**src/design/posit_pkg.sv**
```systemverilog
`default_nettype none

package posit_pkg;

	//////////////////////////////
	// Widths
	//////////////////////////////
	localparam int POSIT_W    = 32;                  // Posit word
	localparam int POSIT_ES   = 2;                   // Exponent field
	localparam int RUN_W      = 5;                   // Regime run count, log2 of POSIT_W
	localparam int SCALE_W    = 8;                   // 4*k + e of one operand
	localparam int PSCALE_W   = SCALE_W + 1;         // Sum of two scales plus carry
	localparam int SIG_W      = POSIT_W - POSIT_ES;  // Hidden bit plus fraction
	localparam int PROD_W     = 2 * SIG_W;           // Full significand product
	localparam int PIPE_DEPTH = 3;                   // start_i to done_o

	// Largest scale magnitude, maxpos is 2^120
	localparam int MAX_SCALE  = (POSIT_W - 2) << POSIT_ES;

	// Encoder vector: term bit, exponent, fraction, then room for the run
	localparam int ENC_BODY_W = 1 + POSIT_ES + PROD_W - 1;
	localparam int ENC_W      = ENC_BODY_W + POSIT_W - 1;

	//////////////////////////////
	// Special encodings
	//////////////////////////////
	localparam logic [POSIT_W-1:0] POSIT_NAR    = {1'b1, {(POSIT_W-1){1'b0}}};
	localparam logic [POSIT_W-1:0] POSIT_MAXPOS = {1'b0, {(POSIT_W-1){1'b1}}};
	localparam logic [POSIT_W-1:0] POSIT_MINPOS = {{(POSIT_W-1){1'b0}}, 1'b1};
	localparam logic [POSIT_W-1:0] POSIT_ONE    = {2'b01, {(POSIT_W-2){1'b0}}};

	//////////////////////////////
	// Decoded operand, 41 bits
	//////////////////////////////
	typedef struct packed {
		logic                      sign;   // Sign of the original word
		logic                      zero;
		logic                      nar;
		logic signed [SCALE_W-1:0] scale;  // Regime and exponent combined
		logic [SIG_W-1:0]          sig;    // Hidden one at the top
	} posit_dec_t;

	// Normalized product, 72 bits
	typedef struct packed {
		logic                       sign;
		logic                       zero;  // Only when no NaR
		logic                       nar;
		logic signed [PSCALE_W-1:0] scale;
		logic [PROD_W-1:0]          mant;  // Hidden one in the top bit
	} posit_prod_t;

endpackage

`default_nettype wire

```
**src/design/posit_decoder.sv**
```systemverilog
`timescale 1ns/1ps
`default_nettype none

// Posit word to sign, scale and significand
module posit_decoder
	import posit_pkg::*;
(
	input  wire [POSIT_W-1:0] posit_i,
	output posit_dec_t        dec_o
);

	logic [POSIT_W-1:0]          mag;       // Absolute value
	logic                        rc;        // First regime bit, 1 means k >= 0
	logic [POSIT_W-1:0]          run_bits;  // Regime as a run of ones
	logic [RUN_W-1:0]            run;       // Run length
	logic [SCALE_W-POSIT_ES-1:0] run_ext;
	logic [SCALE_W-POSIT_ES-1:0] k;         // Signed regime value
	logic [POSIT_W-2:0]          rest;      // Exponent then fraction, left aligned
	logic                        is_zero;
	logic                        is_nar;

	//////////////////////////////
	// Specials and magnitude
	//////////////////////////////
	assign is_zero = (posit_i == '0);
	assign is_nar  = (posit_i == POSIT_NAR);
	assign mag     = posit_i[POSIT_W-1] ? -posit_i : posit_i;  // 2's complement

	//////////////////////////////
	// Regime
	//////////////////////////////
	assign rc = mag[POSIT_W-2];

	// Zero runs flipped to ones, trailing 0 caps the count at 31
	assign run_bits = {(rc ? mag[POSIT_W-2:0] : ~mag[POSIT_W-2:0]), 1'b0};

	posit_lead_count u_lead (
		.bits_i  (run_bits),
		.count_o (run)
	);

	assign run_ext = {1'b0, run};
	assign k       = rc ? run_ext - 1'b1 : -run_ext;  // Ones: run-1, zeros: -run

	// Drop the first run bit here, then the rest of run plus terminator
	assign rest = {mag[POSIT_W-3:0], 1'b0} << run;

	//////////////////////////////
	// Pack
	//////////////////////////////
	always_comb begin
		dec_o.sign  = posit_i[POSIT_W-1];
		dec_o.zero  = is_zero;
		dec_o.nar   = is_nar;
		// 4*k + e as a plain concatenation
		dec_o.scale = {k, rest[POSIT_W-2 -: POSIT_ES]};
		dec_o.sig   = {1'b1, rest[POSIT_W-POSIT_ES-2:0]};  // Hidden one
	end

endmodule

`default_nettype wire

```
**src/design/posit_encoder.sv**
```systemverilog
`timescale 1ns/1ps
`default_nettype none

// Product back to a posit word, RNE and saturation
module posit_encoder
	import posit_pkg::*;
(
	input  wire posit_prod_t   prod_i,
	output logic [POSIT_W-1:0] posit_o,
	output logic               nar_o,
	output logic               zero_o
);

	logic signed [PSCALE_W-1:0]   scale;
	logic [PSCALE_W-POSIT_ES-1:0] k;          // floor(scale / 4)
	logic [POSIT_ES-1:0]          e;
	logic                         rv;         // Value of the regime run
	logic [PSCALE_W-POSIT_ES-1:0] len;        // Run length
	logic [ENC_W-1:0]             body_ext;   // Term bit, e, fraction
	logic [ENC_W-1:0]             run_mask;
	logic [ENC_W-1:0]             shifted;
	logic [POSIT_W-2:0]           mag;        // Magnitude below the sign
	logic                         guard;
	logic                         round;
	logic                         sticky;
	logic                         ulp;
	logic [POSIT_W-2:0]           mag_rnd;
	logic                         ovf;
	logic                         unf;
	logic [POSIT_W-2:0]           mag_sat;
	logic [POSIT_W-1:0]           word;

	//////////////////////////////
	// Regime and exponent
	//////////////////////////////
	assign scale = prod_i.scale;
	assign k     = scale[PSCALE_W-1:POSIT_ES];    // Arithmetic shift by es
	assign e     = scale[POSIT_ES-1:0];
	assign rv    = ~k[PSCALE_W-POSIT_ES-1];
	assign len   = rv ? k + 1'b1 : -k;             // k+1 ones or -k zeros

	//////////////////////////////
	// Place the run, shift the rest behind it
	//////////////////////////////
	// Term bit is the opposite of the run
	assign body_ext = {~rv, e, prod_i.mant[PROD_W-2:0], {(POSIT_W-1){1'b0}}};
	assign run_mask = {ENC_W{rv}} & ~({ENC_W{1'b1}} >> len);  // Top len bits
	assign shifted  = (body_ext >> len) | run_mask;

	assign mag    = shifted[ENC_W-1 -: POSIT_W-1];
	assign guard  = shifted[ENC_W-POSIT_W];
	assign round  = shifted[ENC_W-POSIT_W-1];
	assign sticky = |shifted[ENC_W-POSIT_W-2:0];

	//////////////////////////////
	// Round to nearest even
	//////////////////////////////
	// Tie goes to even LSB
	assign ulp     = guard & (round | sticky | mag[0]);
	assign mag_rnd = mag + ulp;   // All-ones mag never has guard set

	// Outside the range, clamp, never zero or NaR
	assign ovf = (scale > MAX_SCALE);
	assign unf = (scale < -MAX_SCALE);

	always_comb begin
		if (ovf) begin
			mag_sat = POSIT_MAXPOS[POSIT_W-2:0];
		end else if (unf) begin
			mag_sat = POSIT_MINPOS[POSIT_W-2:0];
		end else begin
			mag_sat = mag_rnd;
		end
	end

	// Negative results by 2's complement of the whole word
	assign word = prod_i.sign ? -{1'b0, mag_sat} : {1'b0, mag_sat};

	//////////////////////////////
	// Specials
	//////////////////////////////
	always_comb begin
		if (prod_i.nar) begin
			posit_o = POSIT_NAR;
		end else if (prod_i.zero) begin
			posit_o = '0;
		end else begin
			posit_o = word;
		end
	end

	assign nar_o  = prod_i.nar;
	assign zero_o = prod_i.zero;

endmodule

`default_nettype wire

```
**src/design/posit_lead_count.sv**
```systemverilog
`timescale 1ns/1ps
`default_nettype none

// Leading ones count, tree of pairwise halves
module posit_lead_count
	import posit_pkg::*;
(
	input  wire [POSIT_W-1:0] bits_i,
	output logic [RUN_W-1:0]  count_o
);

	logic [15:0] v1;        // Pair holds a zero
	logic [15:0] c1;        // Ones above that zero
	logic [7:0]  v2;
	logic [1:0]  c2 [8];
	logic [3:0]  v3;
	logic [2:0]  c3 [4];
	logic [1:0]  v4;
	logic [3:0]  c4 [2];

	genvar i;
	generate
		for (i = 0; i < 16; i++) begin : g_pair
			assign v1[i] = ~(bits_i[2*i+1] & bits_i[2*i]);
			assign c1[i] = bits_i[2*i+1];     // 1 only for pattern 10
		end
		// Upper half all ones, so count continues into lower half
		for (i = 0; i < 8; i++) begin : g_quad
			assign v2[i] = v1[2*i+1] | v1[2*i];
			assign c2[i] = v1[2*i+1] ? {1'b0, c1[2*i+1]} : {1'b1, c1[2*i]};
		end
		for (i = 0; i < 4; i++) begin : g_oct
			assign v3[i] = v2[2*i+1] | v2[2*i];
			assign c3[i] = v2[2*i+1] ? {1'b0, c2[2*i+1]} : {1'b1, c2[2*i]};
		end
		for (i = 0; i < 2; i++) begin : g_hex
			assign v4[i] = v3[2*i+1] | v3[2*i];
			assign c4[i] = v3[2*i+1] ? {1'b0, c3[2*i+1]} : {1'b1, c3[2*i]};
		end
	endgenerate

	// All ones saturates at 31
	assign count_o = v4[1] ? {1'b0, c4[1]} :
	                 v4[0] ? {1'b1, c4[0]} : {RUN_W{1'b1}};

endmodule

`default_nettype wire

```
**src/design/posit_mult_top.sv**
```systemverilog
`timescale 1ns/1ps
`default_nettype none

// Three stage posit multiplier: decode, multiply, encode
module posit_mult_top
	import posit_pkg::*;
(
	input  wire                Clk,
	input  wire                rst,
	input  wire                start_i,   // One cycle, operands valid
	input  wire  [POSIT_W-1:0] op_a_i,
	input  wire  [POSIT_W-1:0] op_b_i,
	output logic [POSIT_W-1:0] result_o,
	output logic               nar_o,
	output logic               zero_o,
	output logic               done_o     // start_i delayed by PIPE_DEPTH
);

	posit_dec_t         dec_a;
	posit_dec_t         dec_b;
	posit_dec_t         dec_a_q;   // Stage 1 payload
	posit_dec_t         dec_b_q;
	logic               vld1_q;
	posit_prod_t        prod;
	posit_prod_t        prod_q;    // Stage 2 payload
	logic               vld2_q;
	logic [POSIT_W-1:0] enc_posit;
	logic               enc_nar;
	logic               enc_zero;

	//////////////////////////////
	// Stage 1, decode
	//////////////////////////////
	posit_decoder u_dec_a (.posit_i(op_a_i), .dec_o(dec_a));
	posit_decoder u_dec_b (.posit_i(op_b_i), .dec_o(dec_b));

	// Stage 2 logic
	posit_scale_mult u_mult (
		.dec_a_i (dec_a_q),
		.dec_b_i (dec_b_q),
		.prod_o  (prod)
	);

	// Stage 3 logic
	posit_encoder u_enc (
		.prod_i  (prod_q),
		.posit_o (enc_posit),
		.nar_o   (enc_nar),
		.zero_o  (enc_zero)
	);

	//////////////////////////////
	// Valid chain
	//////////////////////////////
	always_ff @(posedge Clk) begin
		if (rst) begin
			vld1_q <= 1'b0;
			vld2_q <= 1'b0;
		end else begin
			vld1_q <= start_i;
			vld2_q <= vld1_q;
		end
	end

	// Payload loads only with its valid
	always_ff @(posedge Clk) begin
		if (start_i) begin
			dec_a_q <= dec_a;
			dec_b_q <= dec_b;
		end
		if (vld1_q) begin
			prod_q <= prod;
		end
	end

	// Outputs hold until the next done
	always_ff @(posedge Clk) begin
		if (rst) begin
			result_o <= '0;
			nar_o    <= 1'b0;
			zero_o   <= 1'b0;
			done_o   <= 1'b0;
		end else begin
			done_o <= vld2_q;
			if (vld2_q) begin
				result_o <= enc_posit;
				nar_o    <= enc_nar;
				zero_o   <= enc_zero;
			end
		end
	end

endmodule

`default_nettype wire

```
**src/design/posit_scale_mult.sv**
```systemverilog
`timescale 1ns/1ps
`default_nettype none

// Scale add, significand multiply, one-bit normalize
module posit_scale_mult
	import posit_pkg::*;
(
	input  wire posit_dec_t dec_a_i,
	input  wire posit_dec_t dec_b_i,
	output posit_prod_t     prod_o
);

	logic [PROD_W-1:0]   raw;       // Significand product
	logic                top;       // Product in [2,4)
	logic [PSCALE_W-1:0] scale_a;
	logic [PSCALE_W-1:0] scale_b;
	logic [PSCALE_W-1:0] sum;
	logic                any_nar;

	// Both sigs in [1,2), product in [1,4)
	assign raw = dec_a_i.sig * dec_b_i.sig;
	assign top = raw[PROD_W-1];

	// Sign extend before adding
	assign scale_a = {dec_a_i.scale[SCALE_W-1], dec_a_i.scale};
	assign scale_b = {dec_b_i.scale[SCALE_W-1], dec_b_i.scale};
	assign sum     = scale_a + scale_b;

	assign any_nar = dec_a_i.nar | dec_b_i.nar;

	always_comb begin
		prod_o.sign = dec_a_i.sign ^ dec_b_i.sign;
		prod_o.nar  = any_nar;
		// NaR wins over zero
		prod_o.zero = (dec_a_i.zero | dec_b_i.zero) & ~any_nar;

		// Top set: bump scale. Else shift up so the hidden one sits on top
		if (top) begin
			prod_o.scale = sum + 1'b1;
			prod_o.mant  = raw;
		end else begin
			prod_o.scale = sum;
			prod_o.mant  = raw << 1;
		end
	end

endmodule

`default_nettype wire

```
**config.mk**
```make
export PLATFORM = sky130hd
export DESIGN_NAME = posit_mult_top
export DESIGN_NICKNAME = d
export VERILOG_FILES = /design/src/design/posit_pkg.sv /design/src/design/posit_decoder.sv /design/src/design/posit_encoder.sv /design/src/design/posit_lead_count.sv /design/src/design/posit_mult_top.sv /design/src/design/posit_scale_mult.sv
export SDC_FILE = /design/constraint.sdc
export NUM_CORES = 2
export LEC_CHECK = 0
export BUFFER_PORTS_ARGS = -buffer_cell sky130_fd_sc_hd__buf_2
export CAP_MARGIN = 10
export CORE_MARGIN = 2
export CORE_UTILIZATION = 35
export CTS_CLUSTER_SIZE = 14
export DETAILED_ROUTE_END_ITERATION = 6
export PLACE_DENSITY = 0.62
export SLEW_MARGIN = 20
export SYNTH_ARGS = -nofsm -noshare
export SYNTH_HDL_FRONTEND = slang
export SYNTH_SLANG_ARGS = --single-unit
```
**constraint.sdc**
```tcl
create_clock -name Clk -period 16.94 [get_ports Clk]
set_clock_uncertainty 0.1 [all_clocks]
set_input_delay 2.541 -clock Clk [delete_from_list [all_inputs] [get_ports Clk]]
set_output_delay 2.541 -clock Clk [all_outputs]
set_load 0.02 [all_outputs]
```
==> out/results.txt <==
Hold Fails Final Rpt: 0
CTS HTree Levels: 4
number of synthesized flops with an enable pin: 147
ANT nets after route: 0
placed cells: 7081
Reg area: 0.005156 mm^2
Place WS: 6051 ps
CP max stage cell: edfxtp_1
DIE AREA: 0.1382 mm^2
Max stage delay on crit path: 1010 ps
WP depth: 29
reg-to-reg endpoint: prod_q[64]
IO Port Bufs: 101
slew margin rel.: 22.26%
Initial Utilization: 35.38%
CTS Sinks: 184
global-route wire length before repair: 234000 um
Crit. Startpoint: dec_a_q[2]
Peak Freq: 90.70 MHz
status: finished clean
footprint of the multi-input gates: 0.03767 mm^2
Worst Path Required: 17080 ps
worst-margin pin slew: 1166 ps
Unique masters post-synth: 116
DRT Pass-1 Iters: 6
clk_lat worst skew: 510 ps
design area: 0.05012 mm^2
post-cts repair resize count: 0
Crit path max-delay family: adder cells
CTS tree: done
Iteration-0 DRC Markers: 3399
Die Width: 371.8 um
Setup Fix Bufs, Post-CTS: 0
mean area per synthesized cell: 8.723 um^2
cell mode on critical path: fa_1
Final setup viols: 0
row count: 134
crit path DAT: 11170 ps
Die Height: 371.8 um
core area: 0.1338 mm^2
post-synthesis async set-or-reset flop share: 0%
CTS buffer count: 17
worst setup path endpoint: prod_q[64]
R2R Path Start: dec_a_q[2]
I/O pin total: 102
Tcrit/Tclk final: 65.08%
initial antenna violation count: 3
Clock Path Buffers: 2
worst path bufs/invs: 7
Final WS setup: 5915 ps
Crit Path Category: flop to flop
DP Area: 0.04952 mm^2
hold_buf cts: 0
HP Class: flop to flop
max-cap violation count: 0
setup TNS: 0 ps
global route total overflow: 0
#FFs+latches synth: 184
Worst Reg-to-Reg Cells: 29
Worst Setup End Kind: flop
Mapped Cells: 5427
CP Max Fanout: 75
dpl hpwl: 113600 um
critical path launch point type: flop
register-to-register setup slack: 5920 ps
minimum clock period: 11020 ps
RSZ-0062 raised after global routing: false
Top FF cell, synth: edfxtp_1
Non-Filler Instances: 7114
NumNets Final: 6413
via count: 39089
routed len/inst: 20.81 um
vias in the first global route: 39912
Avg Vias per Cell: 5.495
DRC: 0
area delta synth->final: 5.873%
final WL: 148100 um
synthesized area: 0.04734 mm^2
Max Slew Vio Count: 0
overall routing resource usage: 21.64%
CTS clk-pin slew, worst paths: 80 ps
Seq/Total Area, Yosys: 10.89%
pin count of the biggest net entering global routing: 85
clock root cell: clkbuf_16
GP Congestion: 0.9375
Syn. warnings: 0
ratio of cells with drive above 1 in the final layout: 8.457%
Layout fillers: 13678
cells in the final DEF (no fill, tap or decap), types with 132 or more instances in the layout:
cell type  Yosys  final
edfxtp_1     147    147
xnor2_1      132    132
a21oi_1      205    205
and2_1       390    390
nor2_1       330    328
mux2i_1      134    134
nand2_1      564    564
inv_1        868    868
ha_1         288    286
fa_1         726    726
o21ai_0      162    162
through the flow:
stage	util, %	hold slack [ps]
after CTS	37.46	349.1
after detailed placement	37.01	338.9
final	37.46	344.2
after floorplan	-	393.1
after global routing	37.46	376.6
after global placement	37.01	335.8
sequential cells by signal, summed over array words and instances (netlist names):
register / flops
prod_q: 69
dec_a_q: 39
dec_b_q: 39
result_o: 32
done_o: 1
nar_o: 1
vld1_q: 1
vld2_q: 1
zero_o: 1
cell families (layout without fill, tap and decap cells):
group	after synthesis	count (layout)	share of synthesized area, %
AND/OR/NAND/NOR	1725	1725	18.04
buffers and inverters	1184	1101	9.744
adder cells (fa/ha/maj)	1014	1014	38.31
AO/OA/AOI/OAI	854	854	12.50
multiplexers	262	262	6.732
XOR/XNOR	203	203	3.771
flip-flops	184	184	10.89
other	1	3	0.007921
layout make-up:
| type | instances | share of cell area (%) |
|---|---|---|
| Sequential cell | 184 | 10.29 |
| Tap cell | 1768 | 4.413 |
| Multi-Input combinational cell | 4060 | 75.17 |
| Clock buffer | 18 | 0.8562 |
| Timing Repair Buffer | 191 | 2.362 |
| Antenna cell | 1 | 0.004993 |
| Clock inverter | 14 | 0.3345 |
| Inverter | 878 | 6.575 |
worst min-delay path by stage:
stage                      start  slack, ps           end  cells after the start
detailed placement  result_o[29]        340  result_o[29]                      2
global placement    result_o[18]        340  result_o[18]                      2
floorplan            dec_a_q[38]        390    prod_q[69]                      1
CTS                 result_o[29]        350  result_o[29]                      2
finish              result_o[26]        340  result_o[26]                      2
global route        result_o[16]        380  result_o[16]                      2
routing by layer:
metal  vias to the layer above  global-route usage, %  routed length (um)
met5                         -                      0                   0
met3                       277                  3.578               10920
li1                      17680                      -                   -
met4                         0                  6.545                4722
met2                      1508                  35.07               68050
met1                     19624                  29.58               64380
synthesized netlist by cell type, drive strengths merged (26+ instances only):
cell	instances	area [um^2]
dfxtp	37	740.7
nor2b	30	187.7
clkbuf	215	807.0
o22ai	30	187.7
nand4	39	259.0
xnor2	132	1156
o31ai	34	275.3
fa	726	14530
mux2	92	1044
buf	91	510.5
a21oi	207	1044
a211oi	32	245.2
edfxtp	147	4414
o211ai	33	252.7
o21ai	171	863.3
a31oi	36	231.5
nand2b	27	168.9
nor4	47	334.1
a21o	45	337.8
nor3	94	470.5
xor2	71	629.4
inv	872	3273
or4	26	198.9
and2	391	2449
nor2	332	1256
nand3	74	370.4
mux2i	135	1355
nand2	567	2136
ha	288	3603
mux4	35	788.3
o41ai	26	332.8
worst register-to-register path: cells and delay by family, from the launching register on:
| family | cells | cell delay (ps) |
|---|---|---|
| buffers and inverters | 7 | 2000 |
| AOI/OAI and AO/OA | 7 | 2400 |
| adders and majority gates | 9 | 4070 |
| xor gates and xnor gates | 2 | 230 |
| DFF | 1 | 1010 |
| and+or+nand+nor | 4 | 950 |
Power is left out: the tool's default activity adds up to more than one toggle a clock period on the data nets, which glitch-free logic cannot reach.
